File: config.mk
export PLATFORM = sky130hd
export DESIGN_NAME = video_pipe_top
export DESIGN_NICKNAME = d
export VERILOG_FILES = /design/src/hw/cam_pkg.sv /design/src/hw/power_on_seq.sv /design/src/hw/pixel_pack_lane.sv /design/src/hw/video_out_mux.sv /design/src/hw/video_pipe_top.sv
export SDC_FILE = /design/constraint.sdc
export NUM_CORES = 1
export LEC_CHECK = 0
export BUFFER_PORTS_ARGS = -buffer_cell sky130_fd_sc_hd__buf_2
export CORE_ASPECT_RATIO = 0.9
export CORE_MARGIN = 3
export CORE_UTILIZATION = 54
export DETAILED_ROUTE_END_ITERATION = 6
export GPL_TIMING_DRIVEN = 0
export PLACE_DENSITY = 0.83
export SETUP_SLACK_MARGIN = 0.05
export SYNTH_ARGS = -nofsm -noshare
export SYNTH_HDL_FRONTEND = slang
export SYNTH_SLANG_ARGS = --single-unit
File: constraint.sdc
create_clock -name core_clk -period 1.63 [get_ports core_clk]
set_clock_uncertainty 0.05 [all_clocks]
set_input_delay 0.163 -clock core_clk [delete_from_list [all_inputs] [get_ports core_clk]]
set_output_delay 0.163 -clock core_clk [all_outputs]
set_load 0.05 [all_outputs]
File: src/hw/cam_pkg.sv
// shared widths, counts and enums for the dual-camera pixel front end
package cam_pkg;

    // lane geometry
    localparam int NUM_CAMS   = 2;  // camera lanes
    localparam int BYTE_W     = 8;  // camera bus width
    localparam int PIX_W      = 16; // rgb565 word
    localparam int CHAN_W     = 8;  // output colour channel
    localparam int LANE_IDX_W = 1;  // enough bits for a lane index

    // power-up timing, scaled down for simulation
    localparam int RST_DELAY_CYCLES = 100; // camera reset hold after reset
    localparam int HEARTBEAT_CYCLES = 50;  // cycles between blinker toggles
    localparam int DELAY_CNT_W      = 7;   // holds RST_DELAY_CYCLES
    localparam int HB_CNT_W         = 6;   // holds HEARTBEAT_CYCLES-1

    // per-lane byte pairing states
    typedef enum logic [1:0] {
        PACK_WAIT_FRAME = 2'd0, // idle until first frame start
        PACK_HI         = 2'd1, // next byte is the upper half
        PACK_LO         = 2'd2  // next byte completes the word
    } pack_state_e;

    // upper nibble of a command byte, lower nibble is the value
    typedef enum logic [3:0] {
        CMD_NOP     = 4'h0, // no operation
        CMD_SEL_SRC = 4'h1  // pick the lane driving the video output
    } cmd_op_e;

endpackage

File: src/hw/power_on_seq.sv
// power-up sequencer holding camera resets for a fixed delay, plus heartbeat blinker
`timescale 1ns/100ps

module power_on_seq
    import cam_pkg::*;
(
    input  logic                core_clk,
    input  logic                reset_i,
    output logic [NUM_CAMS-1:0] cam_rst_n_o, // active-low sensor resets
    output logic                lane_en_o,   // releases the pixel lanes
    output logic                init_done_o,
    output logic                heartbeat_o
);

    logic [DELAY_CNT_W-1:0] dly_cnt_q; // saturates at RST_DELAY_CYCLES
    logic                   done_q;    // delay elapsed
    logic [HB_CNT_W-1:0]    hb_cnt_q;
    logic                   hb_q;

    // counts edges since reset, stops at the limit
    always_ff @(posedge core_clk) begin
        if (reset_i) begin
            dly_cnt_q <= '0;
            done_q    <= 1'b0;
        end else begin
            if (dly_cnt_q != DELAY_CNT_W'(RST_DELAY_CYCLES)) begin
                dly_cnt_q <= dly_cnt_q + 1'b1;
            end
            if (dly_cnt_q == DELAY_CNT_W'(RST_DELAY_CYCLES)) begin
                done_q <= 1'b1; // sticky until next reset
            end
        end
    end

    // blinker only runs once init is done
    always_ff @(posedge core_clk) begin
        if (reset_i || !done_q) begin
            hb_cnt_q <= '0;
            hb_q     <= 1'b1; // led on while waiting
        end else if (hb_cnt_q == HB_CNT_W'(HEARTBEAT_CYCLES - 1)) begin
            hb_cnt_q <= '0;
            hb_q     <= ~hb_q;
        end else begin
            hb_cnt_q <= hb_cnt_q + 1'b1;
        end
    end

    assign cam_rst_n_o = {NUM_CAMS{done_q}}; // all sensors leave reset together
    assign lane_en_o   = done_q;
    assign init_done_o = done_q;
    assign heartbeat_o = hb_q;

    // lanes only run once the delay counter has saturated
    a_en_after_delay: assert property (
        @(posedge core_clk) disable iff (reset_i)
        lane_en_o |-> dly_cnt_q == DELAY_CNT_W'(RST_DELAY_CYCLES)
    );

endmodule

File: src/hw/pixel_pack_lane.sv
// one camera lane: input capture, frame gating and byte pairing into reordered rgb565
`timescale 1ns/100ps

module pixel_pack_lane
    import cam_pkg::*;
(
    input  logic              core_clk,
    input  logic              reset_i,
    input  logic              lane_en_i,   // from power-up sequencer
    input  logic [BYTE_W-1:0] cam_data_i,
    input  logic              cam_href_i,
    input  logic              cam_vsync_i,
    output logic [PIX_W-1:0]  pix_o,       // {low5, mid6, high5} of the paired word
    output logic              pix_valid_o, // one pulse per word
    output logic              vsync_o
);

    logic [BYTE_W-1:0] data_q;  // registered camera bus
    logic              href_q;
    logic              vsync_q;
    logic              vsync_d; // previous vsync_q, for edge detect
    logic              vs_rise;

    pack_state_e       state_q;
    logic [BYTE_W-1:0] hi_byte_q; // first half of the pair
    logic [PIX_W-1:0]  word;      // raw pair before swap
    logic [PIX_W-1:0]  pix_q;
    logic              pix_valid_q;

    // input capture, edge E
    always_ff @(posedge core_clk) begin
        data_q <= cam_data_i; // payload, no reset
        if (reset_i) begin
            href_q  <= 1'b0;
            vsync_q <= 1'b0;
            vsync_d <= 1'b0;
        end else begin
            href_q  <= cam_href_i;
            vsync_q <= cam_vsync_i;
            vsync_d <= vsync_q;
        end
    end

    assign vs_rise = vsync_q & ~vsync_d; // frame start
    assign word    = {hi_byte_q, data_q};

    // pairing fsm, runs at edge E+1 on the captured byte
    always_ff @(posedge core_clk) begin
        if (reset_i || !lane_en_i) begin
            state_q     <= PACK_WAIT_FRAME;
            pix_valid_q <= 1'b0;
        end else begin
            pix_valid_q <= 1'b0; // default, single-cycle pulse
            case (state_q)
                PACK_WAIT_FRAME: begin
                    if (vs_rise) begin
                        state_q <= PACK_HI; // first frame seen
                    end
                end
                PACK_HI: begin
                    if (!vs_rise && href_q) begin
                        state_q <= PACK_LO;
                    end
                end
                PACK_LO: begin
                    if (!vs_rise && href_q) begin
                        pix_valid_q <= 1'b1; // pair complete
                    end
                    state_q <= PACK_HI; // unpaired byte is dropped
                end
                default: state_q <= PACK_WAIT_FRAME;
            endcase
        end
    end

    // payload side of the pairing, no reset
    always_ff @(posedge core_clk) begin
        if (state_q == PACK_HI && href_q) begin
            hi_byte_q <= data_q;
        end
        if (state_q == PACK_LO && href_q) begin
            pix_q <= {word[4:0], word[10:5], word[15:11]}; // swap red and blue
        end
    end

    assign pix_o       = pix_q;
    assign pix_valid_o = pix_valid_q;
    assign vsync_o     = vsync_d; // lines up with pix_valid_o timing

    // lanes stay silent until the sequencer releases them
    a_no_valid_when_off: assert property (
        @(posedge core_clk) disable iff (reset_i) !lane_en_i |-> !pix_valid_o
    );

endmodule

File: src/hw/video_out_mux.sv
// command-driven lane select with rgb565 to rgb888 expansion and registered syncs
`timescale 1ns/100ps

module video_out_mux
    import cam_pkg::*;
(
    input  logic                           core_clk,
    input  logic                           reset_i,
    input  logic                           lane_en_i,
    input  logic [BYTE_W-1:0]              cmd_i,        // [7:4] opcode, [3:0] value
    input  logic                           cmd_valid_i,  // one-cycle strobe
    input  logic [NUM_CAMS-1:0][PIX_W-1:0] lane_pix_i,
    input  logic [NUM_CAMS-1:0]            lane_valid_i,
    input  logic [NUM_CAMS-1:0]            lane_vsync_i,
    output logic [CHAN_W-1:0]              r_o,
    output logic [CHAN_W-1:0]              g_o,
    output logic [CHAN_W-1:0]              b_o,
    output logic                           de_o,
    output logic                           vs_o
);

    cmd_op_e               cmd_op;
    logic [3:0]            cmd_val;
    logic [LANE_IDX_W-1:0] sel_q;   // current source lane
    logic [PIX_W-1:0]      sel_pix;
    logic [CHAN_W-1:0]     r_q;
    logic [CHAN_W-1:0]     g_q;
    logic [CHAN_W-1:0]     b_q;
    logic                  de_q;
    logic                  vs_q;

    assign cmd_op  = cmd_op_e'(cmd_i[7:4]);
    assign cmd_val = cmd_i[3:0];

    // command decode, new selection seen on the edge after the strobe
    always_ff @(posedge core_clk) begin
        if (reset_i) begin
            sel_q <= '0; // lane 0 after reset
        end else if (cmd_valid_i) begin
            case (cmd_op)
                CMD_NOP: ;
                CMD_SEL_SRC: begin
                    if (cmd_val < NUM_CAMS) begin
                        sel_q <= cmd_val[LANE_IDX_W-1:0]; // out-of-range value ignored
                    end
                end
                default: ; // unknown opcodes do nothing
            endcase
        end
    end

    assign sel_pix = lane_pix_i[sel_q];

    // output stage
    always_ff @(posedge core_clk) begin
        r_q <= {sel_pix[15:11], {(CHAN_W-5){1'b0}}}; // left-aligned, zero padded
        g_q <= {sel_pix[10:5], {(CHAN_W-6){1'b0}}};
        b_q <= {sel_pix[4:0], {(CHAN_W-5){1'b0}}};
        if (reset_i) begin
            de_q <= 1'b0;
            vs_q <= 1'b0;
        end else begin
            de_q <= lane_en_i & lane_valid_i[sel_q];
            vs_q <= lane_vsync_i[sel_q];
        end
    end

    assign r_o  = r_q;
    assign g_o  = g_q;
    assign b_o  = b_q;
    assign de_o = de_q;
    assign vs_o = vs_q;

    // selection only moves on a select command naming an existing lane
    a_sel_guarded: assert property (
        @(posedge core_clk) disable iff (reset_i)
        !(cmd_valid_i && cmd_op == CMD_SEL_SRC && cmd_val < NUM_CAMS) |=> $stable(sel_q)
    );

endmodule

File: src/hw/video_pipe_top.sv
// dual-camera front end top: sequencer, per-camera pairing lanes and output mux
`timescale 1ns/100ps

module video_pipe_top
    import cam_pkg::*;
(
    input  logic                            core_clk,
    input  logic                            reset_i,
    input  logic [NUM_CAMS-1:0][BYTE_W-1:0] cam_data_i,
    input  logic [NUM_CAMS-1:0]             cam_href_i,
    input  logic [NUM_CAMS-1:0]             cam_vsync_i,
    input  logic [BYTE_W-1:0]               cmd_i,
    input  logic                            cmd_valid_i,
    output logic [NUM_CAMS-1:0]             cam_rst_n_o,
    output logic                            init_done_o,
    output logic                            heartbeat_o,
    output logic [CHAN_W-1:0]               r_o,
    output logic [CHAN_W-1:0]               g_o,
    output logic [CHAN_W-1:0]               b_o,
    output logic                            de_o,
    output logic                            vs_o
);

    logic                           lane_en;    // lanes released after delay
    logic [NUM_CAMS-1:0][PIX_W-1:0] lane_pix;
    logic [NUM_CAMS-1:0]            lane_valid;
    logic [NUM_CAMS-1:0]            lane_vsync;

    power_on_seq u_power_on_seq (
        .core_clk    (core_clk),
        .reset_i     (reset_i),
        .cam_rst_n_o (cam_rst_n_o),
        .lane_en_o   (lane_en),
        .init_done_o (init_done_o),
        .heartbeat_o (heartbeat_o)
    );

    // one pairing lane per camera
    for (genvar g = 0; g < NUM_CAMS; g++) begin : g_lane
        pixel_pack_lane u_lane (
            .core_clk    (core_clk),
            .reset_i     (reset_i),
            .lane_en_i   (lane_en),
            .cam_data_i  (cam_data_i[g]),
            .cam_href_i  (cam_href_i[g]),
            .cam_vsync_i (cam_vsync_i[g]),
            .pix_o       (lane_pix[g]),
            .pix_valid_o (lane_valid[g]),
            .vsync_o     (lane_vsync[g])
        );
    end

    video_out_mux u_video_out_mux (
        .core_clk     (core_clk),
        .reset_i      (reset_i),
        .lane_en_i    (lane_en),
        .cmd_i        (cmd_i),
        .cmd_valid_i  (cmd_valid_i),
        .lane_pix_i   (lane_pix),
        .lane_valid_i (lane_valid),
        .lane_vsync_i (lane_vsync),
        .r_o          (r_o),
        .g_o          (g_o),
        .b_o          (b_o),
        .de_o         (de_o),
        .vs_o         (vs_o)
    );

endmodule

==> impl_metrics.csv <==
group,metric,value,unit
clocking,cts_root_buffer,"clkbuf_8",
clocking,cts_made_buffers,9,
cells_and_area,area_delta_synth_final,22.73,%
global_routing,grt_usage,0.1579,
timing,fmax,671.7,MHz
power,ir_drop,0.6782,mV
global_routing,antenna_found_initial,0,
worst_setup_path,reg2reg_from,"u_power_on_seq.dly_cnt_q[0]",
placement,numPortBuffers,52,
clocking,clkTransAtPathRegs,0.09,ns
timing,maxSlewViolCount,0,
placement,place.gp.congestion,0.7231,
drt,wl_per_cell,13.87,µm
global_routing,grt_max_degree,19,
flow_run,cap_violations,0,
worst_setup_path,rr_endpoint,"u_power_on_seq.dly_cnt_q[0]",
power,power,4564,µW
floorplan,die_area,7554,µm²
synthesis,ys_seq_area_frac,0.7589,
clocking,clk_latency,0.36,ns
synthesis,synth-seq-cells,110,
drt,route.detailed.drc,0,
floorplan,core,6216,µm²
worst_setup_path,worstSetupStartpointType,"flop",
clocking,clock-sinks,110,
floorplan,fp.dieW,91.28,µm
synthesis,synth.avg_cell_area,15.50,µm²
drt,wl,5728,µm
floorplan,start_util,0.5686,
global_routing,grt_pass1_vias,1783,
drt,drtIter0Drc,78,
synthesis,syn_area,3535,µm²
synthesis,synth_top_area_cell,"edfxtp_1",
placement,dp_hpwl,3592,µm
power,total_leakage_power,0.001698,µW
worst_setup_path,cp.arrival,1.69,ns
timing,hold_viol_final,0,
synthesis,synth_edf_count,48,
drt,antenna_left,0,
global_routing,grt-ovfl-total,0,
clocking,cts_tree,"built",
synthesis,yosys_most_used_dff,"dfxtp_1",
timing,tns,0,ns
floorplan,io_pins,61,
cells_and_area,final_nets,355,
drt,viasPerCell,4.692,
outcome,run_status,"finished, final reports clean",
min_path,min_path_type,"primary input to flop",
clocking,cts_setup_buffers,0,
worst_setup_path,reg2reg_depth,5,
worst_setup_path,rrSetupSlack,0.14,ns
worst_setup_path,end_kind,"flop",
timing,rsz0062_at_grt,"no",
worst_setup_path,cp_max_fo,6,
floorplan,placementRows,27,
clocking,htreeDepth,3,
synthesis,netlist_top_cells_count,"62 x dfxtp_1, 48 x edfxtp_1, 16 x mux2_2, 10 x buf_4, 10 x nor2b_1",
min_path,min_path_cells,3,
drt,via_count,1938,
synthesis,yosys_warnings,0,
synthesis,netlist_instances,228,
cells_and_area,drive_gt1_frac,0.3108,
worst_setup_path,required,1.83,ns
worst_setup_path,path_class,"flop to flop",
synthesis,synth.most_common_cell,"dfxtp_1",
drt,dr.pass1.iters,4,
timing,slew_headroom,0.6540,
clocking,cts_buffer_depth,2,
synthesis,synth.top_cell.area_share,0.4078,
timing,fin_crit_sh,0.9133,
timing,setup_viol,0,
synthesis,synth.distinct_cells,33,
min_path,worstHoldStart,"cmd_i[6]",
synthesis,ys_top_cells_by_area,"edfxtp_1 41%, dfxtp_1 35%, mux2_2 5.1%, buf_4 2.1%, nor2b_1 1.8%",
synthesis,async_flop_share,0,
floorplan,die_h,82.76,µm
timing,min_period,1.489,ns
timing,tightest_slew,0.5190,ns
min_path,hold_path_end,"u_video_out_mux.sel_q",
power,p_per_area,1052,nW/µm²
global_routing,grt_pass1_wl,8769,µm
cell type report:
| type | instances | area [µm²] |
|---|---|---|
| inverter | 4 | 15.01 |
| timing repair buffer | 74 | 480.5 |
| clock inverter | 6 | 45.04 |
| tap | 87 | 108.9 |
| fill | 443 | 1878 |
| multi-input combinational | 107 | 773.2 |
| buffer | 14 | 92.59 |
| sequential | 110 | 2683 |
| antenna | 1 | 2.502 |
| clock buffer | 10 | 137.6 |
cells in the final DEF, fill, tap and decap left out, types with 5 or more instances in the layout:
cell type / Yosys / layout
a21oi_1: 6 / 6
buf_2: 2 / 54
buf_4: 10 / 10
clkbuf_8: 0 / 10
conb_1: 1 / 8
dfxtp_1: 62 / 62
dlygate4sd3_1: 0 / 22
edfxtp_1: 48 / 48
mux2_2: 16 / 16
nand2_1: 5 / 5
nand2b_1: 5 / 5
nand3_1: 6 / 6
nor2_1: 8 / 8
nor2b_1: 10 / 10
xor2_1: 5 / 5
layer usage:
layer,global-route usage,share of wire,up-vias
met5,0,0,-
met4,0.06024,0.014,0
met3,0.06069,0.050,9
met2,0.2888,0.54,48
met1,0.1680,0.39,914
li1,-,-,967
critical path, stage by stage, from the launching register on:
cell     delay, ns
dfxtp_1       0.36
inv_1         0.09
ha_1          0.15
nand2_1       0.08
nor4_4        0.33
mux2_4        0.33
logic make-up after synthesis:
kind of cell,count (synthesis),synth area share
flops,110,0.7589
xor+xnor,6,0.01487
mux,20,0.06372
simple gates,53,0.08992
fa+ha+maj,4,0.01416
buf+inv,18,0.03044
other cells,1,0.001061
compound gates,16,0.02690
sequential cells by signal, summed over array words and instances (netlist names), 4 cells and up:
name                      flops
u_video_out_mux.g_o           6
u_power_on_seq.hb_cnt_q       6
u_video_out_mux.r_o           5
g_lane.u_lane.state_q         4
g_lane.u_lane.hi_byte_q      16
u_power_on_seq.dly_cnt_q      7
g_lane.u_lane.data_q         16
g_lane.u_lane.pix_o          32
u_video_out_mux.b_o           5
repair_timing:
| item | in CTS | in global routing |
|---|---|---|
| gates resized for setup | 2 | 0 |
| hold buffers | 22 | 0 |
| endpoints found under the setup margin | 34 | 0 |
| hold endpoints to repair | 21 | 0 |
metrics by stage:
step	cell area, µm²	utilization	instances	hold WS (ns)	worst slack (ns)
final	4338	0.6979	413	0.1419	0.1413
after CTS	4335	0.6975	412	0.1246	0.1311
after floorplan	3561	-	235	0.1407	0.1720
after global placement	3930	0.6322	374	0.2158	0.008172
after global routing	4335	0.6975	412	0.1300	0.05046
after detailed placement	3930	0.6322	374	0.2166	-0.04615
worst max path at each step:
stage                     slack, ns  depth (start not counted)                         from                     endpoint
after floorplan                0.17                          4   u_power_on_seq.init_done_o   u_power_on_seq.hb_cnt_q[5]
after global placement        0.008                          2  g_lane[1].u_lane.state_q[1]    g_lane[1].u_lane.pix_o[6]
after detailed placement      -0.05                          2  g_lane[1].u_lane.state_q[1]   g_lane[1].u_lane.pix_o[15]
after CTS                      0.13                          5  u_power_on_seq.dly_cnt_q[0]  u_power_on_seq.dly_cnt_q[0]
after global routing           0.05                          5  u_power_on_seq.dly_cnt_q[0]  u_power_on_seq.dly_cnt_q[0]
final                          0.14                          5  u_power_on_seq.dly_cnt_q[0]  u_power_on_seq.dly_cnt_q[0]
power by group:
group	internal, µW	switching (µW)	total, µW
Clock	603	861	1460
Combinational	92.7	87.1	180
Sequential	2900	22.4	2920
Power figures use the tool's default switching activity.
